[src/icache_defines.svh]
`ifndef ICACHE_DEFINES_SVH
`define ICACHE_DEFINES_SVH

// address and instruction word width
`define ICACHE_XLEN 32

// main array, 8-byte lines
`define ICACHE_LINES 32

// fully associative victim entries, one lru bit
`define ICACHE_VICTIM_WAYS 2

// outstanding memory requests
`define ICACHE_SEND_SIZE 4
`define ICACHE_SEND_LEN 2   // log2 of send size

// how far the walker runs ahead of the fetch block
`define ICACHE_PREFETCH_BLOCKS 7

`endif
[src/icache_pkg.sv]
`include "icache_defines.svh"

package icache_pkg;

    typedef enum logic [1:0] {
        BUS_NONE = 2'h0,
        BUS_LOAD = 2'h1
    } bus_command_e;

    typedef struct packed {
        logic        valid;
        logic [7:0]  tag;     // addr[15:8]
        logic [63:0] data;
    } icache_line_t;

    typedef struct packed {
        logic        valid;
        logic [12:0] tag;     // addr[15:3], line tag plus index
        logic [63:0] data;
    } victim_line_t;

    typedef struct packed {
        logic                    valid;
        logic                    done;     // block has come back
        logic [3:0]              mem_tag;  // zero until memory accepts
        logic [`ICACHE_XLEN-1:0] addr;
    } send_entry_t;

    typedef struct packed {
        logic                    valid;
        logic [`ICACHE_XLEN-1:0] addr;     // block aligned
    } probe_t;

    typedef struct packed {
        logic                    valid;
        logic [`ICACHE_XLEN-1:0] addr;
        logic [63:0]             data;
    } fill_t;

endpackage

[src/miss_queue.sv]
`timescale 1ns/100ps
`include "icache_defines.svh"

module miss_queue (
    input  logic                      clock,
    input  logic                      reset,
    input  logic                      redirect,
    input  icache_pkg::probe_t        probe,
    input  logic                      probe_hit,
    input  logic [3:0]                mem_response,
    input  logic [3:0]                mem_tag,
    input  logic [63:0]               mem_data,
    output icache_pkg::bus_command_e  mem_command,
    output logic [`ICACHE_XLEN-1:0]   mem_addr,
    output icache_pkg::fill_t         fill
);

    icache_pkg::send_entry_t       buffer [`ICACHE_SEND_SIZE];
    logic [`ICACHE_SEND_LEN-1:0]   tail_ptr;
    logic [`ICACHE_SEND_LEN-1:0]   send_ptr;
    logic [`ICACHE_SEND_LEN-1:0]   head_ptr;   // oldest entry, retired once done
    logic                          tail_free;
    logic                          enqueue;
    logic                          accept;
    logic [`ICACHE_SEND_SIZE-1:0]  match;

    assign tail_free = !buffer[tail_ptr].valid || buffer[tail_ptr].done;
    assign enqueue   = probe.valid && !probe_hit && tail_free;   // lost when tail is busy

    assign mem_command = (buffer[send_ptr].valid && !buffer[send_ptr].done &&
                          (buffer[send_ptr].mem_tag == 4'h0)) ?
                         icache_pkg::BUS_LOAD : icache_pkg::BUS_NONE;
    assign mem_addr    = buffer[send_ptr].addr;
    assign accept      = (mem_command == icache_pkg::BUS_LOAD) && (mem_response != 4'h0);

    // returning block, matched by tag against pending entries
    always_comb begin
        fill = '0;
        for (int i = 0; i < `ICACHE_SEND_SIZE; i++) begin
            match[i] = buffer[i].valid && !buffer[i].done && (mem_tag != 4'h0) &&
                       (buffer[i].mem_tag == mem_tag);
            if (match[i]) begin
                fill.valid = 1'b1;
                fill.addr  = buffer[i].addr;
                fill.data  = mem_data;
            end
        end
    end

    always_ff @(posedge clock) begin
        if (reset || redirect) begin
            for (int i = 0; i < `ICACHE_SEND_SIZE; i++) begin
                buffer[i].valid <= 1'b0;
                buffer[i].done  <= 1'b0;
            end
            tail_ptr <= '0;
            send_ptr <= '0;
            head_ptr <= '0;
        end else begin
            if (buffer[head_ptr].valid && buffer[head_ptr].done) begin
                buffer[head_ptr].valid <= 1'b0;
                head_ptr <= head_ptr + 1'b1;
            end
            for (int i = 0; i < `ICACHE_SEND_SIZE; i++) begin
                if (match[i]) begin
                    buffer[i].done <= 1'b1;
                end
            end
            if (accept) begin
                buffer[send_ptr].mem_tag <= mem_response;
                send_ptr <= send_ptr + 1'b1;
            end
            // new miss overrides a retire of the same slot
            if (enqueue) begin
                buffer[tail_ptr] <= '{valid: 1'b1, done: 1'b0, mem_tag: 4'h0,
                                      addr: probe.addr};
                tail_ptr <= tail_ptr + 1'b1;
            end
        end
    end

    // loads carry whole block addresses
    load_from_live_entry: assert property (@(posedge clock) disable iff (reset)
        (mem_command == icache_pkg::BUS_LOAD) |->
            buffer[send_ptr].valid && (mem_addr[2:0] == 3'b000))
        else $error("load issued from slot %0d at unaligned address %h", send_ptr, mem_addr);

    // a refused load stays on the bus with the same address
    refused_load_held: assert property (@(posedge clock) disable iff (reset)
        (mem_command == icache_pkg::BUS_LOAD) && (mem_response == 4'h0) && !redirect
        |=> (mem_command == icache_pkg::BUS_LOAD) && $stable(mem_addr))
        else $error("refused load dropped at address %h", $past(mem_addr));

endmodule

[config.mk]
export PLATFORM = sky130hd
export DESIGN_NAME = miss_queue
export DESIGN_NICKNAME = d
export VERILOG_FILES = /design/src/icache_pkg.sv /design/src/miss_queue.sv
export VERILOG_INCLUDE_DIRS = /design/src
export SDC_FILE = /design/constraint.sdc
export NUM_CORES = 1
export LEC_CHECK = 0
export BUFFER_PORTS_ARGS = -buffer_cell sky130_fd_sc_hd__buf_2
export CORE_ASPECT_RATIO = 1.1
export CORE_MARGIN = 10
export CORE_UTILIZATION = 48
export CTS_CLUSTER_SIZE = 8
export DETAILED_ROUTE_END_ITERATION = 7
export PLACE_DENSITY_LB_ADDON = 0.1
export SYNTH_ARGS = -nofsm -noshare
export SYNTH_HDL_FRONTEND = slang
export SYNTH_SLANG_ARGS = --single-unit
[constraint.sdc]
create_clock -name clock -period 3 [get_ports clock]
set_input_delay 0.6 -clock clock [delete_from_list [all_inputs] [get_ports clock]]
set_output_delay 0.6 -clock clock [all_outputs]
set_load 0.05 [all_outputs]
==> results of run 1 <==
==> cells in the final DEF, fill, tap and decap left out, types with 5 or more instances in the layout <==
cell / count
nor2_1: 15
ha_1: 12
mux2i_1: 18
nor2b_4: 59
dfxtp_1: 30
xnor2_1: 8
buf_6: 69
nor2b_2: 5
and3_1: 33
buf_8: 5
buf_4: 54
clkbuf_16: 18
dfxtp_2: 6
o21ai_1: 16
inv_1: 8
nand3_1: 5
o21ai_2: 49
nand2_1: 72
and2_1: 97
a221oi_2: 22
mux4_2: 33
buf_12: 29
xor2_1: 7
edfxtp_1: 128
buf_2: 140
a221oi_1: 10
==> cells by family after synthesis <==
logic type               count (synthesis)
AO/OA/AOI/OAI                          121
XOR/XNOR                                15
adder cells (fa/ha/maj)                 12
buffers and inverters                   67
flip-flops                             164
multiplexers                            51
other                                    1
AND/OR/NAND/NOR                        328
==> critical path: stages <==
cell,delay (ns)
buf_12,0.10
nor2b_1,0.13
or4_4,0.58
a211oi_4,0.18
buf_6,0.19
buf_8,0.16
a221oi_2,0.07
o21ai_2,0.28
buf_12,0.18
==> layout make-up <==
cell class	count	area, µm²
well taps	238	298
diodes	3	7.51
inverters	11	41.3
clock buffers	20	437
multi-input cells	528	4750
fillers	1210	4990
flip-flops and latches	164	4570
repair buffers	302	2630
clock inverters	12	136
==> flip-flops by register name, summed over array words and instances, names as in the netlist, named ones only <==
register,flops
buffer,152
tail_ptr,2
head_ptr,2
send_ptr,2
==> through the flow <==
step                TNS [ns]  power [mW]  hold slack (ns)   util  worst slack, ns
global placement      -17.56        2.88            0.474  0.630           -0.264
finish                -0.654        5.01            0.480  0.721          -0.0738
detailed placement    -19.53        2.88            0.480  0.630           -0.302
floorplan              -2.15        2.71            0.451      -           -0.159
CTS                   -0.598        5.02            0.463  0.704          -0.0787
global route           -3.32        5.14            0.476  0.721           -0.107
==> per-layer routing <==
| metal | part of all wire | vias up | GRT usage |
|---|---|---|---|
| li1 | - | 3303 | - |
| met1 | 0.36 | 3421 | 0.257 |
| met3 | 0.070 | 54 | 0.0492 |
| met4 | 0.040 | 0 | 0.117 |
| met5 | 0 | - | 0 |
| met2 | 0.53 | 330 | 0.429 |
==> worst min-delay path by stage <==
| stage | startpoint | end | cells past startpoint |
|---|---|---|---|
| 3_5_place_dp | buffer[2][32] | buffer[2][32] | 2 |
| 6_report | probe[6] | buffer[3][6] | 2 |
| 3_3_place_gp | buffer[2][32] | buffer[2][32] | 2 |
| 2_1_floorplan | buffer[2][35] | buffer[2][35] | 2 |
| 5_1_grt | mem_response[2] | buffer[0][34] | 3 |
| 4_1_cts | mem_response[2] | buffer[0][34] | 3 |
==> power by group through the flow <==
| stage | Combinational, mW | Sequential (mW) | Clock [mW] |
|---|---|---|---|
| final | 0.411 | 2.46 | 2.13 |
| after global routing | 0.433 | 2.46 | 2.25 |
| after CTS | 0.400 | 2.46 | 2.16 |
| after detailed placement | 0.376 | 2.51 | 0 |
| after global placement | 0.374 | 2.51 | 0 |
| after floorplan | 0.210 | 2.50 | 0 |
==> what timing repair did <==
action                                 in CTS  in global routing
pin swaps                                   9                  3
gates cloned                                3                  1
buffers inserted                            8                  3
gates resized for setup                   218                 65
endpoints found under the hold margin       0                  0
setup endpoints to repair                  98                 82
==> impl_results.md, run 1 <==
- Part of the power in the clock network: 0.426
- Antenna violations before repair: 5
- Clock-pin transition on the worst setup and hold timing paths: 0.06 ns
- Final Net Count: 1,145
- Post-Syn Area: 8790 µm²
- Routed length per placed instance: 23.0 µm
- Part of the total power dissipated in combinational logic: 0.082
- Result of the run: finished with violations
- Initial detailed-routing violation count: 527
- Clock latency of the later-clocked register in the worst-skew pair: 0.42 ns
- Hold-fix buffers at CTS: 0
- Synth Area per Inst: 11.6 µm²
- Element type at the critical path end: output pin
- Vertical extent of the die: 162 µm
- Proportion of power drawn by flip-flops and latches: 0.492
- Critical path launch point: mem_tag[2]
- Kind of launch point of the worst setup path: input port
- Root buf cell: clkbuf_16
- Syn nets: 880
- Reg-to-reg slack, setup: 0.69 ns
- Number of placement rows: 51
- Number of different library cells in the post-synthesis netlist: 50
- Number of clock buffers inserted by TritonCTS: 17
- Width of the die: 149 µm
- Detailed placement HPWL: 21,100 µm
- Combined global-route utilization of all metal layers: 0.237
- Top cell types by occurrence after synthesis: 128 x edfxtp_1, 98 x and2_1, 72 x nand2_1
- Max Fclk: 325 MHz
- Worst max-slew margin expressed relative to the limit: 0.619
- Number of vias per cell: 5.56
- Setup clock skew after layout: 0.00589 ns
- Transition at the pin with the smallest max-transition slack: 0.572 ns
- Cell area after placement: 11,200 µm²
- Post-route cell area: 12,900 µm²
- Critical Path Fanout Max: 7
- Synth Area in Compound Gates: 0.0936
- Max-slew violation total from the final report: 0
- Required @ worst endpoint: 2.40 ns
- Die Footprint: 24,100 µm²
- Number of cells on the worst reg-to-reg path: 7
- Growth of design area from synthesis to finish: 46.4%
- Number of sinks handled by clock tree synthesis: 164
- Starting Density: 0.492
- Static Leakage: 4.80 nW
- Adder-cell share of the synthesized area: 0.0171
- Total number of vias: 7,108
- Start of the worst register-to-register path: buffer[1][36]
- Mux cell area share after synthesis: 0.105
- Simple-gate share of the synthesized area: 0.212
- Synthesized instance count: 759
- Hold violation total from the final report: 0
- Non-filler instance count after layout: 1,278
- Share of synthesized registers carrying an async set or reset: 0
- Setup repair after global routing missed its margin: true
- Category of the critical setup timing path: input port to output pin
- Type of the tightest min-delay check: input port to register
- Switching fraction of total power: 0.216
- Violations in the final reports: negative setup slack
- Worst setup margin: -0.0738 ns
- Cell accounting for the most synthesized area: edfxtp_1
- Pwr Density: 389 nW/µm²
- Share of final-layout standard cells stronger than drive strength 1: 0.513
- Synth area leaders: edfxtp_1 44%, mux4_2 8.5%, dfxtp_1 8.2%
- Largest family of logic cells by synthesized area: simple AND/OR/NAND/NOR gates
- Placer congestion estimate: 0.925
- Cell with the most instances after synthesis: edfxtp_1
- Reported max-cap violation count: 0
- Count of buffers from port buffering: 238
- H-tree depth: 4
- CTS tree: yes
- CP Data Arrival Time: 2.47 ns
- Sum of overflow across all layers after global routing: 0
- Number of synthesized register bits: 164
- Pin count of the biggest net entering global routing: 67
- Core region area: 17,900 µm²
- Clock period minus final worst setup slack: 3.07 ns
- Setup violations, final: 23
- I/O pin total: 240
- Yosys Warn Count: 0
- Final wirelength: 29,400 µm
- Internal power consumption: 3.93 mW
- DRC viols: 0
- Peak supply drop: 0.455 mV
- Share of synthesized area occupied by flip-flops and latches: 0.519
- Number of nets with antenna violations after detailed routing: 0
- Primary flip-flop cell chosen by synthesis mapping: edfxtp_1
- Worst R2R End: buffer[1][2]
- Iteration count of the initial detailed-routing pass: 5
- Maximum count of clock buffers along a single path: 2
- Number of placed instances, taps included: 1,228
- Post-synth EDFFs: 128
- Net Switching: 1.08 mW
- Fraction of synthesized cell area taken by the top area cell type: 0.437
- First-pass GRT wire length: 43,600 µm
- Via count of the first global-routing pass: 7,370
- Synth Area in XOR/XNOR: 0.0149
- Endpoint of the worst setup timing path: fill[68]
- Share of the cycle needed by the critical path after routing: 1.02
(Power assumes the default switching activity.)
==> inputs of run 2 (changes only) <==
TNS_END_PERCENT = 5   (was default)
==> impl_results.md, run 2 (synthesis results as in run 1) <==
- Result of the run: finished with violations
- Violations in the final reports: negative setup slack
- Number of sinks handled by clock tree synthesis: 164 (unchanged)
- Kind of launch point of the worst setup path: input port
- Number of nets with antenna violations after detailed routing: 0 (unchanged)
- Element type at the critical path end: output pin
- Pwr Density: 410 nW/µm² (+5.4%)
- Worst hold path depth: 2 (unchanged)
- Required @ worst endpoint: 2.40 ns (about the same)
- Max FFs per register: 152 (unchanged)
- Clock-pin transition on the worst setup and hold timing paths: 0.06 ns (about the same)
- Setup clock skew after layout: 0.00913 ns (+0.00324 ns)
- Reported max-cap violation count: 0 (unchanged)
- CTS tree: yes
- Starting Density: 0.492 (unchanged)
- Leading cell types in the layout, fill and taps excluded: 142 x buf_2, 128 x edfxtp_1, 97 x and2_1, 97 x buf_4, 72 x nand2_1
- Commonest non-fill, non-tap cell in the layout: buf_2
- Most frequent cell on the critical path: buf_6
- Placer congestion estimate: 1.03 (+12%)
- Register containing the most flip-flops in the final layout: buffer
- Pin count of the biggest net entering global routing: 67 (unchanged)
- Iteration count of the initial detailed-routing pass: 5 (unchanged)
- Number of clock buffers inserted by TritonCTS: 17 (unchanged)
- Transition at the pin with the smallest max-transition slack: 0.776 ns (+0.205 ns)
- Max Fclk: 321 MHz (-1.4%)
- Clock latency of the later-clocked register in the worst-skew pair: 0.44 ns (+0.02 ns)
- Via count of the first global-routing pass: 7,419 (+0.66%)
- Number of placement rows: 51 (unchanged)
- Critical Path Fanout Max: 7 (unchanged)
- Vertical extent of the die: 162 µm (unchanged)
- H-tree depth: 4 (unchanged)
- Core region area: 17,900 µm² (unchanged)
- Category of cells accounting for the largest share of critical-path delay: simple AND/OR/NAND/NOR gates
- Number of vias per cell: 5.61 (+0.88%)
- Worst max-slew margin expressed relative to the limit: 0.482 (-0.136)
- Hold-fix buffers at CTS: 0 (unchanged)
- Maximum count of clock buffers along a single path: 2 (unchanged)
- Routed length per placed instance: 22.6 µm (-1.6%)
- Max-slew violation total from the final report: 0 (unchanged)
- Clock period minus final worst setup slack: 3.12 ns (+0.0449 ns)
- Die Footprint: 24,100 µm² (unchanged)
- First-pass GRT wire length: 42,700 µm (-2.1%)
- Worst R2R End: buffer[0][27]
- Peak supply drop: 0.333 mV (-27%)
- Setup violations, final: 90 (+290%)
- Root buf cell: clkbuf_16
- Static Leakage: 4.51 nW (-6.1%)
- Growth of design area from synthesis to finish: 39.6%
- WHS Endpoint: buffer[1][21]
- Share of the cycle needed by the critical path after routing: 1.04 (+0.0150)
- Worst setup slack after placement: -0.181 ns (+0.122 ns)
- Detailed placement HPWL: 20,300 µm (-3.4%)
- Setup repair after global routing missed its margin: true
- Largest stage delay, worst path: 0.57 ns (about the same)
- DRC viols: 0 (unchanged)
- Share of final-layout standard cells stronger than drive strength 1: 0.492 (-0.0208)
- Combined global-route utilization of all metal layers: 0.232 (-0.00533)
- Hold wc startpoint: probe[21]
- Cell area after placement: 11,000 µm² (-1.9%)
- Type of the tightest min-delay check: input port to register
- Number of cells on the worst reg-to-reg path: 7 (unchanged)
- Worst setup margin: -0.119 ns (-0.0449 ns)
- Post-route cell area: 12,300 µm² (-4.7%)
- Initial detailed-routing violation count: 504 (-4.4%)
- Series of cell instances along the critical path: buf_4, nor2b_1, or4_4, a211oi_4, buf_6, clkbuf_16, a221oi_2, o21ai_2, buf_6
- Width of the die: 149 µm (unchanged)
- Final wirelength: 28,800 µm (-1.9%)
- Total number of vias: 7,148 (+0.56%)
- Antenna violations before repair: 5 (unchanged)
- Worst path slowest cell: or4_4
- Start of the worst register-to-register path: buffer[0][36]
- Reg-to-reg slack, setup: 0.66 ns (-0.03 ns)
- Hold violation total from the final report: 0 (unchanged)
- I/O pin total: 240 (unchanged)
- Critical path buffer and inverter count: 4 (unchanged)
- Count of buffers from port buffering: 238 (unchanged)
- CP Data Arrival Time: 2.52 ns (+0.05 ns)
- Final Net Count: 1,142 (-0.26%)
- Sum of overflow across all layers after global routing: 0 (unchanged)
- Category of the critical setup timing path: input port to output pin
- Pwr Total: 5.03 mW (+0.46%)
## run 2: layer usage
metal	global-route usage	up-vias	wire (µm)
li1	-	3295	-
met1	0.243	3483	10200
met2	0.431	323	15600
met3	0.0650	47	2300
met4	0.0804	0	764
met5	0	-	0
## run 2: worst max path at each step
stage,start,cells past startpoint,slack (ns),to
4_1_cts,mem_tag[0],10,-0.12,fill[94]
5_1_grt,mem_tag[0],11,-0.15,fill[0]
6_report,mem_tag[2],9,-0.12,fill[79]
2_1_floorplan,mem_tag[1],7,-0.16,fill[0]
3_3_place_gp,mem_tag[0],11,-0.15,fill[3]
3_5_place_dp,mem_tag[0],11,-0.18,fill[0]
## run 2: report_power, final
| part | switching (mW) | internal, mW |
|---|---|---|
| clock network | 0.895 | 1.30 |
| logic | 0.211 | 0.163 |
| registers | 0.0200 | 2.44 |
## run 2: stage by stage
stage | TNS (ns) | hold slack [ns] | util | std cells
after CTS | -4.74 | 0.463 | 0.671 | 1268
after global placement | -7.08 | 0.473 | 0.618 | 1234
after floorplan | -5.19 | 0.451 | - | 759
after detailed placement | -9.12 | 0.480 | 0.618 | 1234
after global routing | -8.17 | 0.485 | 0.687 | 1273
final | -4.55 | 0.470 | 0.687 | 1274
## run 2: cell type report
cell class              instances  area [µm²]
clock inverters                15         160
flip-flops and latches        164        4570
fillers                      1335        5590
well taps                     238         298
clock buffers                  17         425
diodes                          2        5.00
inverters                      11        41.3
repair buffers                299        2370
multi-input cells             528        4410
## run 2: what timing repair did
| action | 4_1_cts | 5_1_grt |
|---|---|---|
| setup endpoints to repair | 98 | 98 |
| cloned | 0 | 2 |
| gates resized for setup | 129 | 62 |
| pin swaps | 5 | 13 |
| buffers inserted | 2 | 2 |
==> inputs of run 3 (changes only) <==
CORE_UTILIZATION = 24   (was 48)
MAX_ROUTING_LAYER = met4   (was default)
==> impl_results.md, run 3 (synthesis results as in run 1) <==
- Number of placement rows: 73 (+43%)
- Setup Total Neg Slack: -0.847 ns (+3.70 ns)
- Worst max-slew margin expressed relative to the limit: 0.568 (+0.0853)
- Proportion of power drawn by flip-flops and latches: 0.492 (+0.002)
- Net Switching: 1.17 mW (+4.0%)
- Iteration count of the initial detailed-routing pass: 5 (unchanged)
- Detailed placement HPWL: 22,500 µm (+11%)
- Placer congestion estimate: 0.937 (-9.4%)
- Number of cells on the critical path: 11 (+2)
- Result of the run: finished with violations
- Pwr Density: 379 nW/µm² (-7.6%)
- Root buf cell: clkbuf_16
- Worst path slowest cell: or3_4
- Total number of vias: 7,013 (-1.9%)
- Final core utilization: 0.366 (-0.321)
- Setup violations, final: 41 (-54%)
- Number of vias per cell: 4.60 (-18%)
- Static Leakage: 4.69 nW (+3.9%)
- Sum of overflow across all layers after global routing: 0 (unchanged)
- Pwr Total: 5.01 mW (-0.42%)
- Post-route cell area: 13,200 µm² (+7.7%)
- Number of nets with antenna violations after detailed routing: 0 (unchanged)
- Category of the critical setup timing path: input port to output pin
- Setup repair after global routing missed its margin: true
- CTS tree: yes
- Pin count of the biggest net entering global routing: 67 (unchanged)
- Largest stage delay, worst path: 0.41 ns (-0.16 ns)
- Leading cell types in the layout, fill and taps excluded: 140 x buf_2, 128 x edfxtp_1, 97 x and2_1, 97 x buf_6, 71 x nand2_1
- Final wirelength: 32,700 µm (+14%)
- Number of placed instances, taps included: 1,478 (+20%)
- Element type at the critical path end: output pin
- Max Fclk: 328 MHz (+2.1%)
- Register containing the most flip-flops in the final layout: buffer
- Worst Hold Margin: 0.476 ns (+0.00609 ns)
- Series of cell instances along the critical path: buf_2, or3_4, buf_4, nand2_2, a21oi_4, nor4_4, buf_6, buf_12, buf_16, inv_1, buf_2
- Hold violation total from the final report: 0 (unchanged)
- Worst hold path depth: 2 (unchanged)
- Share of final-layout standard cells stronger than drive strength 1: 0.515 (+0.0227)
- Category of cells accounting for the largest share of critical-path delay: buffers and inverters
- Initial detailed-routing violation count: 318 (-37%)
- Width of the die: 202 µm (+36%)
- Number of cells on the worst reg-to-reg path: 7 (unchanged)
- Die Footprint: 44,700 µm² (+85%)
- Internal power consumption: 3.84 mW (-1.7%)
- Max-slew violation total from the final report: 0 (unchanged)
- Reported max-cap violation count: 0 (unchanged)
- Most frequent cell on the critical path: buf_2
- Combined global-route utilization of all metal layers: 0.146 (-0.0861)
- Switching fraction of total power: 0.234 (+0.00986)
- Max FFs per register: 152 (unchanged)
- Core region area: 36,200 µm² (+100%)
- Critical Path Fanout Max: 10 (+3)
- Non-filler instance count after layout: 1,524 (+20%)
- I/O pin total: 240 (unchanged)
- Antenna violations before repair: 5 (unchanged)
- Peak supply drop: 0.230 mV (-31%)
- Commonest non-fill, non-tap cell in the layout: buf_2
- Worst setup slack after placement: -0.213 ns (-0.0321 ns)
- Clock-pin transition on the worst setup and hold timing paths: 0.07 ns (about the same)
- Transition at the pin with the smallest max-transition slack: 0.648 ns (-0.128 ns)
- Share of the cycle needed by the critical path after routing: 1.02 (-0.0218)
- Clock latency of the later-clocked register in the worst-skew pair: 0.43 ns (about the same)
- Starting Density: 0.243 (-0.249)
- Part of the total power dissipated in combinational logic: 0.078 (+0.004)
- Growth of design area from synthesis to finish: 50.4%
- Routed length per placed instance: 21.5 µm (-5.1%)
- Number of sinks handled by clock tree synthesis: 164 (unchanged)
- Worst setup margin: -0.0534 ns (+0.0653 ns)
- CP Data Arrival Time: 2.45 ns (-0.07 ns)
- Type of the tightest min-delay check: register to register
- Critical path buffer and inverter count: 7 (+3)
- Vertical extent of the die: 221 µm (+36%)
- Violations in the final reports: negative setup slack
- Required @ worst endpoint: 2.40 ns (about the same)
- Part of the power in the clock network: 0.430 (-0.006)
- Clock period minus final worst setup slack: 3.05 ns (-0.0653 ns)
- Setup clock skew after layout: 0.0136 ns (+0.00447 ns)
- Final Net Count: 1,142 (unchanged)
- Maximum count of clock buffers along a single path: 2 (unchanged)
- Cell area after placement: 11,200 µm² (+1.2%)
- Kind of launch point of the worst setup path: input port
- Number of clock buffers inserted by TritonCTS: 17 (unchanged)
- DRC viols: 0 (unchanged)
- Via count of the first global-routing pass: 7,250 (-2.3%)
- H-tree depth: 4 (unchanged)
- First-pass GRT wire length: 47,800 µm (+12%)
- Count of buffers from port buffering: 238 (unchanged)
==> run 3: cell types whose count changed in the layout (fill, tap and decap cells not counted), moves of 4 or more <==
cell / change
buf_16: +4
nor2b_4: +12
a221oi_2: -12
buf_6: +65
nor2b_2: -5
o21ai_0: -4
buf_4: -63
a221oi_4: +22
nor2b_1: -7
a221oi_1: -10
o21ai_1: +5
dfxtp_2: +4
buf_12: -10
dfxtp_1: -4
==> run 3: power groups by stage <==
stage | clock network, mW | logic [mW] | registers (mW)
after CTS | 2.23 | 0.386 | 2.46
final | 2.15 | 0.392 | 2.47
after detailed placement | 0 | 0.360 | 2.51
after global routing | 2.32 | 0.422 | 2.47
after global placement | 0 | 0.360 | 2.51
after floorplan | 0 | 0.197 | 2.50
==> run 3: final timing paths <==
check,from,to,slack [ns]
max,mem_tag[0],fill[96],-0.05
min,buffer[2][33],buffer[2][33],0.48
max reg2reg,buffer[0][36],buffer[1][16],0.69
min reg2reg,buffer[2][33],buffer[2][33],0.48
==> run 3: worst min-delay path, cell delays in order (launching register included) <==
cell,delay [ns]
dfxtp_2,0.33
nand2_1,0.05
mux2i_1,0.05
==> run 3: timing repair <==
item / 4_1_cts / 5_1_grt
cloned: 2 / 3
hold endpoints to repair: 0 / 0
gates resized for setup: 254 / 94
hold buffers: 0 / 0
setup endpoints to repair: 97 / 98
pin swaps: 19 / 9
buffers inserted: 2 / 4
==> run 3: layout make-up <==
class / count / area, µm²
antenna: 4 / 10.0
clock buffer: 19 / 433
clock inverter: 12 / 134
fill: 3583 / 22900
inverter: 11 / 41.3
multi-input combinational: 528 / 4810
sequential: 164 / 4570
tap: 487 / 609
timing repair buffer: 299 / 2610
==> run 3: metal layers <==
layer / wire (µm) / up-vias / share of wire / GRT usage
li1: - / 3306 / - / -
met5: 0 / - / 0 / -
met2: 16200 / 253 / 0.49 / 0.247
met4: 363 / 0 / 0.011 / 0.0276
met1: 14300 / 3437 / 0.44 / 0.174
met3: 1880 / 17 / 0.057 / 0.0363
