[src/icache_defines.svh]
`ifndef ICACHE_DEFINES_SVH
`define ICACHE_DEFINES_SVH

// address and instruction word width
`define ICACHE_XLEN 32

// main array, 8-byte lines
`define ICACHE_LINES 32

// fully associative victim entries, one lru bit
`define ICACHE_VICTIM_WAYS 2

// outstanding memory requests
`define ICACHE_SEND_SIZE 4
`define ICACHE_SEND_LEN 2   // log2 of send size

// how far the walker runs ahead of the fetch block
`define ICACHE_PREFETCH_BLOCKS 7

`endif
[src/icache_pkg.sv]
`include "icache_defines.svh"

package icache_pkg;

    typedef enum logic [1:0] {
        BUS_NONE = 2'h0,
        BUS_LOAD = 2'h1
    } bus_command_e;

    typedef struct packed {
        logic        valid;
        logic [7:0]  tag;     // addr[15:8]
        logic [63:0] data;
    } icache_line_t;

    typedef struct packed {
        logic        valid;
        logic [12:0] tag;     // addr[15:3], line tag plus index
        logic [63:0] data;
    } victim_line_t;

    typedef struct packed {
        logic                    valid;
        logic                    done;     // block has come back
        logic [3:0]              mem_tag;  // zero until memory accepts
        logic [`ICACHE_XLEN-1:0] addr;
    } send_entry_t;

    typedef struct packed {
        logic                    valid;
        logic [`ICACHE_XLEN-1:0] addr;     // block aligned
    } probe_t;

    typedef struct packed {
        logic                    valid;
        logic [`ICACHE_XLEN-1:0] addr;
        logic [63:0]             data;
    } fill_t;

endpackage

[src/prefetch_ctrl.sv]
`timescale 1ns/100ps
`include "icache_defines.svh"

module prefetch_ctrl (
    input  logic                    clock,
    input  logic                    reset,
    input  logic [`ICACHE_XLEN-1:0] proc_addr,
    input  logic                    fetch_hit,
    output icache_pkg::probe_t      probe,
    output logic                    redirect
);

    logic [`ICACHE_XLEN-1:0] last_addr;
    logic [`ICACHE_XLEN-1:0] probe_addr;
    logic [`ICACHE_XLEN-1:0] fetch_block;
    logic [`ICACHE_XLEN-1:0] window_end;
    logic                    running;    // low in the first cycle out of reset
    logic                    in_window;

    assign fetch_block = {proc_addr[`ICACHE_XLEN-1:3], 3'b000};
    assign window_end  = fetch_block + (`ICACHE_PREFETCH_BLOCKS * 8);
    assign in_window   = (probe_addr <= window_end);

    // anything but the same word or the next word starts a new stream
    assign redirect = !running ||
                      ((proc_addr != last_addr) && (proc_addr != last_addr + 4));

    assign probe.valid = running && in_window;
    assign probe.addr  = probe_addr;

    always_ff @(posedge clock) begin
        if (reset) begin
            running    <= 1'b0;
            last_addr  <= '0;
            probe_addr <= '0;
        end else begin
            running   <= 1'b1;
            last_addr <= proc_addr;
            if (redirect) begin
                // skip the fetch block when it is already present
                if (fetch_hit) begin
                    probe_addr <= fetch_block + 8;
                end else begin
                    probe_addr <= fetch_block;
                end
            end else if (in_window) begin
                probe_addr <= probe_addr + 8;   // one block per cycle
            end
        end
    end

endmodule

[config.mk]
export PLATFORM = sky130hd
export DESIGN_NAME = prefetch_ctrl
export DESIGN_NICKNAME = d
export VERILOG_FILES = /design/src/icache_pkg.sv /design/src/prefetch_ctrl.sv
export VERILOG_INCLUDE_DIRS = /design/src
export SDC_FILE = /design/constraint.sdc
export NUM_CORES = 1
export LEC_CHECK = 0
export ABC_AREA = 1
export BUFFER_PORTS_ARGS = -buffer_cell sky130_fd_sc_hd__buf_2
export CORE_MARGIN = 3
export CORE_UTILIZATION = 56
export CTS_CLUSTER_DIAMETER = 40
export DETAILED_ROUTE_END_ITERATION = 6
export GPL_ROUTABILITY_DRIVEN = 0
export PLACE_DENSITY = 0.77
export SLEW_MARGIN = 20
export SYNTH_ARGS = -nofsm -noshare
export SYNTH_HDL_FRONTEND = slang
export SYNTH_SLANG_ARGS = --single-unit
[constraint.sdc]
create_clock -name clock -period 11.6 [get_ports clock]
set_input_delay 1.16 -clock clock [delete_from_list [all_inputs] [get_ports clock]]
set_output_delay 1.16 -clock clock [all_outputs]
set_load 0.02 [all_outputs]
==> qor.txt, run 1 <==
Data required, critical path -> 10.44 ns
fraction of the mapped netlist area in adder cells -> 6.57%
fraction of final layout cells sized beyond drive strength 1 -> 10.8%
Period Utilization, post-route -> 59.4%
commonest non-fill, non-tap cells in the layout -> sky130_fd_sc_hd__nand2_1 (235), sky130_fd_sc_hd__nor2_1 (158), sky130_fd_sc_hd__inv_1 (134)
initial cell density of the core -> 57.7%
Rel. slew slack -> 39.6%
sum of overflow across all layers after global routing -> 0
arrival time of the worst setup path -> 5.72 ns
fin nets -> 1,122
boundary pin count -> 69
number of clock buffers inserted by TritonCTS -> 9
minimum clock period after layout -> 6.88 ns
fraction of power spent switching nets -> 34.9%
number of placement rows -> 38
synthesized area -> 6280 um2
routed vias -> 6,421
Synth-to-Final Area Change -> 8.08%
via count of the first global-routing pass -> 5,845
distinct cell type count of the synthesized netlist -> 35
total wire length after detailed routing -> 17,700 um
clock transition at the register clock pins on the worst setup and hold paths after CTS -> 0.07 ns
transition at the pin with the smallest max-transition slack -> 0.904 ns
average wire per cell in the routed design -> 14.8 um
clock tree from TritonCTS -> done
clock latency on the worst-skew pair -> 0.35 ns
Post-Route Skew -> 0.0128 ns
post-route standard cell area excluding fillers -> 6790 um2
most common cell after layout, fill and taps aside -> sky130_fd_sc_hd__nand2_1
setup repair after global routing missed its margin -> no
Slew Limit Fails -> 0
share of power burned in combinational logic -> 25.2%
Crit Path Max Fanout -> 20
Critical Setup Path Class -> in -> out
post-detailed-placement half-perimeter wirelength -> 14,200 um
clk sinks -> 62
average size of a mapped cell -> 6.23 um2
post-synthesis share of cell area spent on and, or, nand and nor gates -> 39.1%
worst voltage drop across the vdd grid -> 48.7 uV
initial antenna violation count -> 0
mux share of post-synthesis cell area -> 0%
max-cap check violation count -> 0
worst min path class -> reg -> reg
die span in x -> 112 um
fraction of the yosys area taken by sequential cells -> 19.7%
critical path's slowest cell -> sky130_fd_sc_hd__nand2_1
Switching Power -> 193 uW
most area-hungry cell type in the Yosys netlist -> sky130_fd_sc_hd__dfxtp_1
number of nets with antenna violations after routing -> 0
placed standard-cell area -> 6620 um2
Via density -> 5.36
cell repeated most along the worst path -> sky130_fd_sc_hd__inv_1
portion of total power attributed to sequential cells -> 44.0%
die outline height -> 112 um
main combinational cell family by area after synthesis -> simple AND/OR/NAND/NOR gates
total track usage -> 28.1%
synth top area cells -> sky130_fd_sc_hd__dfxtp_1 (20%), sky130_fd_sc_hd__nand2_1 (14%), sky130_fd_sc_hd__xor2_1 (11%), sky130_fd_sc_hd__nor2_1 (9.4%), sky130_fd_sc_hd__inv_1 (8.0%)
pin count of the biggest net entering global routing -> 42
final number of hold-violating endpoints -> 0
portion of total power attributed to the clock network -> 30.8%
XOR/XNOR Fraction of Synth Area -> 16.0%
Worst path max stage delay -> 0.69 ns
Buffers on Ports -> 65
drt first-iter violations -> 458
global-route wire length before repair -> 28,400 um
leakage power of the design -> 3.27 nW
compound-gate portion of the synthesized area -> 7.64%
H-Tree Level Count -> 3
CP Capture Type -> primary output
DP Cell Count -> 1,183
first-pass iteration count of the detailed router -> 7
maximum clock path buffer count -> 2
Critical Path Source Type -> input port
outcome -> finished clean
count of hold-fix buffers inserted at cts -> 0
number of design rule violations left after detail routing -> 0
number of synthesized register bits -> 62
number of setup violations in the final report -> 0
# Post-CTS Setup Buffers -> 0
share of the synthesized area in the top cell type -> 19.7%
cells traversed along the worst timing path -> buf_2 -> inv_1 -> ha_1 -> a21oi_1 -> inv_1 -> nor3_1 -> nand2_1 -> xor2_1 -> inv_1 -> ha_1 -> nand2_1 -> nor2_1 -> nand4_1 -> nor3_1 -> nand4_1 -> nand2_1 -> inv_1 -> nor2_1 -> buf_2
antenna fix cells -> 0
Resized cells post-CTS -> 0
clock root buffer master -> sky130_fd_sc_hd__clkbuf_8
Internal -> 361 uW
upper clock frequency limit -> 145 MHz
placeable core region -> 10,900 um2
power density of the placed cells -> 81.7 nW/um2
aggregate negative setup slack -> 0 ns
Finished Layout Cells -> 1,198
Die Footprint -> 12,500 um2
warnings from Yosys -> 0
post-synthesis cell count -> 1,009
[worst max-delay path: cells and delay by family]
kind	cells	cell delay, ns
AOI/OAI and AO/OA	1	0.32
xor gates and xnor gates	1	0.15
adders and majority gates	2	0.51
buffers and inverters	6	1.20
and+or+nand+nor	9	2.36
[flip-flops by register name (all words and copies together) (netlist names)]
signal      flops
probe_addr     29
running         1
last_addr      32
[per-layer routing]
layer | part of all wire [%] | wire length (um) | track usage [%] | vias up
met5 | 0 | 0 | 0 | -
met4 | 3.4 | 608 | 13.3 | 0
met3 | 6.0 | 1060 | 3.21 | 48
met2 | 45 | 7910 | 44.8 | 241
met1 | 46 | 8120 | 37.9 | 2844
li1 | - | - | - | 3288
[worst paths after layout]
path | start | endpoint | slack, ns | cells after the start
hold reg to reg | probe_addr[4]$_SDFFE_PP0P_ | probe_addr[4]$_SDFFE_PP0P_ | 0.57 | 2
setup / recovery | proc_addr[3] | probe[32] | 4.72 | 19
setup reg to reg | probe_addr[29]$_SDFFE_PP0P_ | probe_addr[8]$_SDFFE_PP0P_ | 7.97 | 12
hold / removal | probe_addr[4]$_SDFFE_PP0P_ | probe_addr[4]$_SDFFE_PP0P_ | 0.57 | 2
[final cells by class]
type	count	area, um2
clock buffers	11	151
repair buffers	65	325
fillers	1079	4100
well taps	140	175
flip-flops and latches	62	1240
multi-input cells	780	4370
clock inverters	4	22.5
inverters	136	510
[kinds of logic (layout without fill, tap and decap cells)]
family,after synthesis,after routing
simple gates,550,550
buf+inv,169,216
compound gates,79,79
xor+xnor,115,115
other cells,1,3
flops,62,62
fa+ha+maj,33,33
[cell usage after synthesis, drive strengths merged]
master  instances
clkinv          2
a21oi          39
nor3b           2
o21bai          3
o211ai          9
or2             1
xnor2          34
nor3           29
clkbuf         16
nor2          170
a21o            1
nand4          30
xor2           81
nand3b          6
buf            17
o21ai          27
nand3          59
nor4           12
dfxtp          62
ha             33
inv           134
conb            1
nand2         241
[power groups by stage]
stage	clock network (mW)	logic [mW]	registers, mW
floorplan	0	0.0962	0.249
global placement	0	0.136	0.248
detailed placement	0	0.137	0.248
CTS	0.173	0.138	0.243
global route	0.182	0.157	0.246
finish	0.171	0.140	0.244
[stage by stage]
step                      worst slack (ns)  util (%)  power [mW]  hold WS (ns)
after global routing                  4.21      62.4       0.585         0.581
after detailed placement              4.81      60.8       0.385         0.547
after global placement                4.97      60.8       0.384         0.539
after floorplan                       5.84         -       0.345         0.575
after CTS                             4.82      62.4       0.555         0.558
final                                 4.72      62.4       0.555         0.574
Note: power is estimated with default switching activity, not from simulation.
==> inputs of run 2 (changes only) <==
--- a/config.mk
+++ b/config.mk
@@ -9,11 +9,11 @@
 export ABC_AREA = 1
 export BUFFER_PORTS_ARGS = -buffer_cell sky130_fd_sc_hd__buf_2
 export CORE_MARGIN = 3
-export CORE_UTILIZATION = 56
+export CORE_UTILIZATION = 55
 export CTS_CLUSTER_DIAMETER = 40
 export DETAILED_ROUTE_END_ITERATION = 6
 export GPL_ROUTABILITY_DRIVEN = 0
-export PLACE_DENSITY = 0.77
+export PLACE_DENSITY = 0.79
 export SLEW_MARGIN = 20
 export SYNTH_ARGS = -nofsm -noshare
 export SYNTH_HDL_FRONTEND = slang
==> constraint.sdc (replaced) <==
create_clock -name clock -period 5.73 [get_ports clock]
set_input_delay 0.573 -clock clock [delete_from_list [all_inputs] [get_ports clock]]
set_output_delay 0.573 -clock clock [all_outputs]
set_load 0.02 [all_outputs]
==> qor.txt, run 2 (synthesis gave the netlist of run 1 again) <==
CP Capture Type -> primary output
Crit Path Max Fanout -> 20 (unchanged)
clk sinks -> 62 (unchanged)
detailed-routed wire length on met2 -> 8060 um (+1.9%)
Finished Layout Cells -> 1,202 (+0.33%)
total wire length after detailed routing -> 17,800 um (+0.87%)
initial antenna violation count -> 0 (unchanged)
first-pass iteration count of the detailed router -> 6 (-1)
initial cell density of the core -> 57.2% (-0.50 points)
Data required, critical path -> 5.16 ns (-5.28 ns)
DP Cell Count -> 1,186 (+0.25%)
Post-Route Skew -> 0.00968 ns (-0.00314 ns)
register with the highest flop count -> last_addr
die outline height -> 113 um (+0.86%)
Period Utilization, post-route -> 81.9%
Critical Path Source Type -> input port
fraction of final layout cells sized beyond drive strength 1 -> 10.9% (+0.15 points)
minimum clock period after layout -> 4.70 ns
most common cell after layout, fill and taps aside -> sky130_fd_sc_hd__nand2_1
transition at the pin with the smallest max-transition slack -> 0.725 ns (-0.179 ns)
Resized cells post-CTS -> 0 (unchanged)
commonest non-fill, non-tap cells in the layout -> sky130_fd_sc_hd__nand2_1 (235), sky130_fd_sc_hd__nor2_1 (158), sky130_fd_sc_hd__inv_1 (134)
worst voltage drop across the vdd grid -> 127 uV (+160%)
Slew Limit Fails -> 0 (unchanged)
leakage power of the design -> 3.34 nW (+2.0%)
Rel. slew slack -> 51.6% (+12 points)
fill cell count -> 1,077 (-0.19%)
largest registers -> last_addr x32, probe_addr x29, running x1
outcome -> finished clean
routed vias -> 6,489 (+1.1%)
post-detailed-placement half-perimeter wirelength -> 14,400 um (+0.78%)
clock transition at the register clock pins on the worst setup and hold paths after CTS -> 0.05 ns (-0.02 ns)
Buf/Inv on CP -> 7 (+1)
sum of overflow across all layers after global routing -> 0 (unchanged)
power density of the placed cells -> 188 nW/um2 (+130%)
clock root buffer master -> sky130_fd_sc_hd__clkbuf_16
Critical Setup Path Class -> in -> out
arrival time of the worst setup path -> 4.12 ns (-1.60 ns)
clock tree from TritonCTS -> done
# Post-CTS Setup Buffers -> 0 (unchanged)
Synth-to-Final Area Change -> 10.2%
max-cap check violation count -> 0 (unchanged)
met3 routed wirelength -> 1160 um (+10%)
highest routed layer -> met4
cells traversed along the worst timing path -> buf_2 -> inv_1 -> ha_1 -> a21oi_1 -> inv_1 -> nor3_1 -> nand2_1 -> xor2_1 -> inv_1 -> ha_1 -> nand2_1 -> nor2_1 -> nand4_1 -> nor3_1 -> nand4_1 -> nand2_1 -> inv_1 -> buf_4 -> nor2_1 -> buf_2
number of clock buffers inserted by TritonCTS -> 9 (unchanged)
via count of the first global-routing pass -> 5,978 (+2.3%)
worst min path class -> in -> reg
count of hold-fix buffers inserted at cts -> 0 (unchanged)
aggregate negative setup slack -> 0 ns (unchanged)
total track usage -> 28.5% (+0.40 points)
routed length on met1 -> 7910 um (-2.5%)
final number of hold-violating endpoints -> 0 (unchanged)
H-Tree Level Count -> 3 (unchanged)
area taken by multi-input logic gates -> 4370 um2 (unchanged)
family with the most delay on the worst path -> simple AND/OR/NAND/NOR gates
number of setup violations in the final report -> 0 (unchanged)
Via density -> 5.40 (+0.72%)
maximum clock path buffer count -> 2 (unchanged)
upper clock frequency limit -> 213 MHz
number of nets with antenna violations after routing -> 0 (unchanged)
number of placement rows -> 38 (unchanged)
Buffers on Ports -> 65 (unchanged)
average wire per cell in the routed design -> 14.8 um (+0.53%)
cell repeated most along the worst path -> sky130_fd_sc_hd__inv_1
clock latency on the worst-skew pair -> 0.34 ns (about the same)
boundary pin count -> 69 (unchanged)
pin count of the biggest net entering global routing -> 42 (unchanged)
Largest register FFs -> 32 (unchanged)
fin nets -> 1,125 (+0.27%)
Die Footprint -> 12,700 um2 (+1.7%)
global-route wire length before repair -> 29,100 um (+2.6%)
number of design rule violations left after detail routing -> 0 (unchanged)
die span in x -> 113 um (+0.86%)
antenna fix cells -> 0 (unchanged)
critical path's slowest cell -> sky130_fd_sc_hd__nor3_1
drt first-iter violations -> 564 (+23%)
setup repair after global routing missed its margin -> no
Worst path max stage delay -> 0.56 ns (-0.13 ns)
combined flip-flop and latch cell area -> 1240 um2 (unchanged)
placeable core region -> 11,000 um2 (+0.87%)
run 2: per-layer routing:
layer,up-vias,track usage [%]
met5,-,0
met4,0,13.6
met3,54,3.21
met2,257,45.4
met1,2897,38.4
li1,3281,-
run 2: layout make-up:
cell class                 count  area share (%)
clock inverter                 5           0.723
multi-input combinational    780            63.1
tap                          140            2.53
sequential                    62            17.9
inverter                     136            7.37
timing repair buffer          68            5.02
clock buffer                  11            3.36
run 2: path summary, 6_finish.rpt:
kind | start | end | slack, ns | depth (start not counted)
max | proc_addr[3] | probe[32] | 1.03 | 20
min | proc_addr[2] | last_addr[2]$_SDFF_PP0_ | 0.46 | 3
max reg2reg | last_addr[3]$_SDFF_PP0_ | probe_addr[24]$_SDFFE_PP0P_ | 2.90 | 18
min reg2reg | probe_addr[4]$_SDFFE_PP0P_ | probe_addr[4]$_SDFFE_PP0P_ | 0.58 | 2
run 2: metrics by stage:
| step | cell area, um2 | power (mW) | utilization (%) | hold WS (ns) | setup slack (ns) |
|---|---|---|---|---|---|
| floorplan | 6290 | 0.698 | - | 0.575 | 1.15 |
| global route | 6920 | 1.37 | 63.0 | 0.470 | 0.628 |
| finish | 6920 | 1.30 | 63.0 | 0.455 | 1.03 |
| global placement | 6640 | 0.780 | 60.5 | 0.562 | 1.22 |
| CTS | 6920 | 1.31 | 63.0 | 0.453 | 1.08 |
| detailed placement | 6640 | 0.784 | 60.5 | 0.565 | 1.09 |
run 2: where the power goes:
group,internal (mW),total (mW),switching [mW]
registers,0.456,0.495,0.0383
logic,0.103,0.287,0.184
clock network,0.333,0.522,0.189
total,0.892,1.30,0.411
run 2: worst min-delay path, stage by stage:
cell and delay, ns:
sky130_fd_sc_hd__buf_2 0.11, sky130_fd_sc_hd__inv_1 0.04, sky130_fd_sc_hd__nor2_1 0.03
==> inputs of run 3 (changes only) <==
--- a/config.mk
+++ b/config.mk
@@ -9,11 +9,11 @@
 export ABC_AREA = 1
 export BUFFER_PORTS_ARGS = -buffer_cell sky130_fd_sc_hd__buf_2
 export CORE_MARGIN = 3
-export CORE_UTILIZATION = 55
+export CORE_UTILIZATION = 56
 export CTS_CLUSTER_DIAMETER = 40
 export DETAILED_ROUTE_END_ITERATION = 6
 export GPL_ROUTABILITY_DRIVEN = 0
-export PLACE_DENSITY = 0.79
+export PLACE_DENSITY = 0.77
 export SLEW_MARGIN = 20
 export SYNTH_ARGS = -nofsm -noshare
 export SYNTH_HDL_FRONTEND = slang
==> constraint.sdc (replaced) <==
create_clock -name clock -period 4.8 [get_ports clock]
set_input_delay 0.48 -clock clock [delete_from_list [all_inputs] [get_ports clock]]
set_output_delay 0.48 -clock clock [all_outputs]
set_load 0.02 [all_outputs]
==> qor.txt, run 3 (synthesis gave the netlist of run 1 again) <==
aggregate negative setup slack -> 0 ns (unchanged)
Critical Setup Path Class -> in -> out
global-route wire length before repair -> 29,300 um (+0.50%)
Worst path max stage delay -> 0.32 ns (-0.24 ns)
Die Footprint -> 12,500 um2 (-1.7%)
fin worst setup slack -> 0.582 ns (-0.452 ns)
portion of total power attributed to sequential cells -> 43.8% (+5.8 points)
fraction of final layout cells sized beyond drive strength 1 -> 10.8% (-0.084 points)
worst min path class -> in -> reg
antenna fix cells -> 0 (unchanged)
number of clock buffers inserted by TritonCTS -> 9 (unchanged)
Buffers on Ports -> 65 (unchanged)
timing endpoint of the critical path -> probe[32]
first-pass iteration count of the detailed router -> 7 (+1)
Synth-to-Final Area Change -> 8.42%
fill cell count -> 1,121 (+4.1%)
number of nets with antenna violations after routing -> 0 (unchanged)
average wire per cell in the routed design -> 14.8 um (-0.51%)
Switching Power -> 468 uW (+14%)
clock root buffer master -> sky130_fd_sc_hd__clkbuf_8
critical path's slowest cell -> sky130_fd_sc_hd__a21oi_1
Internal -> 878 uW (-1.5%)
via count of the first global-routing pass -> 6,119 (+2.4%)
initial antenna violation count -> 0 (unchanged)
maximum clock path buffer count -> 2 (unchanged)
setup repair after global routing missed its margin -> no
routed vias -> 6,429 (-0.92%)
fin nets -> 1,125 (unchanged)
arrival time of the worst setup path -> 3.74 ns (-0.38 ns)
register with the highest flop count -> last_addr
Via density -> 5.35 (-0.84%)
pin count of the biggest net entering global routing -> 42 (unchanged)
final number of hold-violating endpoints -> 0 (unchanged)
FF-to-FF Start -> last_addr[2]$_SDFF_PP0_
Post-Route Skew -> 0.0125 ns (+0.00283 ns)
number of setup violations in the final report -> 0 (unchanged)
Crit Path Max Fanout -> 6 (-70%)
drt first-iter violations -> 484 (-14%)
most common cell after layout, fill and taps aside -> sky130_fd_sc_hd__nand2_1
Critical Path Source Type -> input port
# Post-CTS Setup Buffers -> 0 (unchanged)
die outline height -> 112 um (-0.85%)
timing startpoint of the critical path -> proc_addr[3]
Period Utilization, post-route -> 87.9%
commonest non-fill, non-tap cells in the layout -> sky130_fd_sc_hd__nand2_1 (235), sky130_fd_sc_hd__nor2_1 (158), sky130_fd_sc_hd__inv_1 (134)
portion of total power attributed to the clock network -> 31.0% (-9.1 points)
post-detailed-placement half-perimeter wirelength -> 14,300 um (-0.46%)
boundary pin count -> 69 (unchanged)
Rel. slew slack -> 55.5% (+3.9 points)
max-cap check violation count -> 0 (unchanged)
clock latency on the worst-skew pair -> 0.36 ns (+0.02 ns)
Slew Limit Fails -> 0 (unchanged)
total wire length after detailed routing -> 17,700 um (-0.59%)
transition at the pin with the smallest max-transition slack -> 0.666 ns (-0.0587 ns)
clk sinks -> 62 (unchanged)
cells on worst reg2reg path -> 16 (-2)
die span in x -> 112 um (-0.85%)
sum of overflow across all layers after global routing -> 0 (unchanged)
clock tree from TritonCTS -> done
total track usage -> 28.8% (+0.36 points)
outcome -> finished clean
combined flip-flop and latch cell area -> 1240 um2 (unchanged)
CP Capture Type -> primary output
fraction of power spent switching nets -> 34.7% (+3.2 points)
minimum clock period after layout -> 4.22 ns
leakage power of the design -> 3.28 nW (-1.7%)
initial cell density of the core -> 57.7% (+0.50 points)
power density of the placed cells -> 198 nW/um2 (+5.0%)
area taken by multi-input logic gates -> 4370 um2 (+0.11%)
minimum setup slack among reg-to-reg paths -> 1.99 ns (-0.91 ns)
placeable core region -> 10,900 um2 (-0.87%)
cells traversed along the worst timing path -> buf_2 -> inv_1 -> ha_1 -> a21oi_1 -> inv_1 -> nor2_1 -> inv_1 -> nor2_1 -> nand2_1 -> xor2_1 -> ha_1 -> nand2_1 -> nor2_1 -> nand4_1 -> nor3_1 -> nand4_1 -> nand2_1 -> inv_1 -> nor2_1 -> buf_2
clock transition at the register clock pins on the worst setup and hold paths after CTS -> 0.06 ns (about the same)
upper clock frequency limit -> 237 MHz
worst voltage drop across the vdd grid -> 158 uV (+24%)
dpl ws -> 0.354 ns (-0.736 ns)
overall power of the completed layout -> 1.35 mW (+3.3%)
largest registers -> last_addr x32, probe_addr x29, running x1
number of design rule violations left after detail routing -> 0 (unchanged)
Data required, critical path -> 4.32 ns (-0.84 ns)
Largest register FFs -> 32 (unchanged)
H-Tree Level Count -> 3 (unchanged)
share of power burned in combinational logic -> 25.2% (+3.2 points)
number of placement rows -> 38 (unchanged)
Crit Reg-Reg Endpoint -> probe_addr[22]$_SDFFE_PP0P_
## run 3: cell count changes in the layout (fill, tap and decap cells not counted)
| cell | before | now |
|---|---|---|
| sky130_fd_sc_hd__clkbuf_1 | 2 | 3 |
| sky130_fd_sc_hd__nor3_1 | 29 | 28 |
| sky130_fd_sc_hd__nor3_2 | 0 | 1 |
| sky130_fd_sc_hd__clkbuf_16 | 9 | 0 |
| sky130_fd_sc_hd__clkbuf_8 | 0 | 11 |
| sky130_fd_sc_hd__bufinv_16 | 1 | 0 |
| sky130_fd_sc_hd__clkinv_2 | 4 | 1 |
## run 3: how the worst min path moves through the flow
stage,from,endpoint,cells past startpoint
after floorplan,probe_addr[4]$_SDFFE_PP0P_,probe_addr[4]$_SDFFE_PP0P_,2
after global placement,probe_addr[30]$_SDFFE_PP0P_,probe_addr[30]$_SDFFE_PP0P_,2
after detailed placement,probe_addr[30]$_SDFFE_PP0P_,probe_addr[30]$_SDFFE_PP0P_,2
after CTS,proc_addr[2],last_addr[2]$_SDFF_PP0_,3
after global routing,proc_addr[0],last_addr[0]$_SDFF_PP0_,3
final,proc_addr[2],last_addr[2]$_SDFF_PP0_,3
## run 3: power by group through the flow
stage	sequential [mW]	combinational, mW	clock, mW
after floorplan	0.601	0.232	0
after global placement	0.599	0.331	0
after detailed placement	0.600	0.334	0
after CTS	0.588	0.336	0.421
after global routing	0.594	0.384	0.445
final	0.590	0.339	0.417
## run 3: worst max-delay path, delay by kind of cell
kind | cells | cell delay (ns)
AOI/OAI and AO/OA | 1 | 0.32
xor gates and xnor gates | 1 | 0.17
adders and majority gates | 2 | 0.54
buffers and inverters | 6 | 0.73
and+or+nand+nor | 10 | 1.47
## run 3: area by class of cell
type	count	area share, %
Clock buffer	14	2.39
Clock inverter	1	0.0734
Inverter	136	7.49
Multi-Input combinational cell	780	64.2
Sequential cell	62	18.2
Tap cell	140	2.57
Timing Repair Buffer	68	5.10
## run 3: repair_timing
action,4_1_cts,5_1_grt
gates resized for setup,0,1
setup endpoints to repair,0,1
hold buffers,0,0
## run 3: routing by layer
layer | part of all wire (%) | track usage, % | wire [um]
met1 | 45 | 37.7 | 8020
met3 | 5.9 | 4.78 | 1050
met4 | 3.4 | 11.8 | 604
met2 | 45 | 47.3 | 8070
met5 | 0 | 0 | 0
## run 3: per-stage QoR
step / cells / cell area (um2) / hold WS (ns) / util [%]
finish: 1201 / 6810 / 0.344 / 62.6
global route: 1201 / 6810 / 0.336 / 62.6
CTS: 1201 / 6810 / 0.333 / 62.5
detailed placement: 1186 / 6640 / 0.565 / 61.0
global placement: 1186 / 6640 / 0.565 / 61.0
floorplan: 1011 / 6290 / 0.575 / -
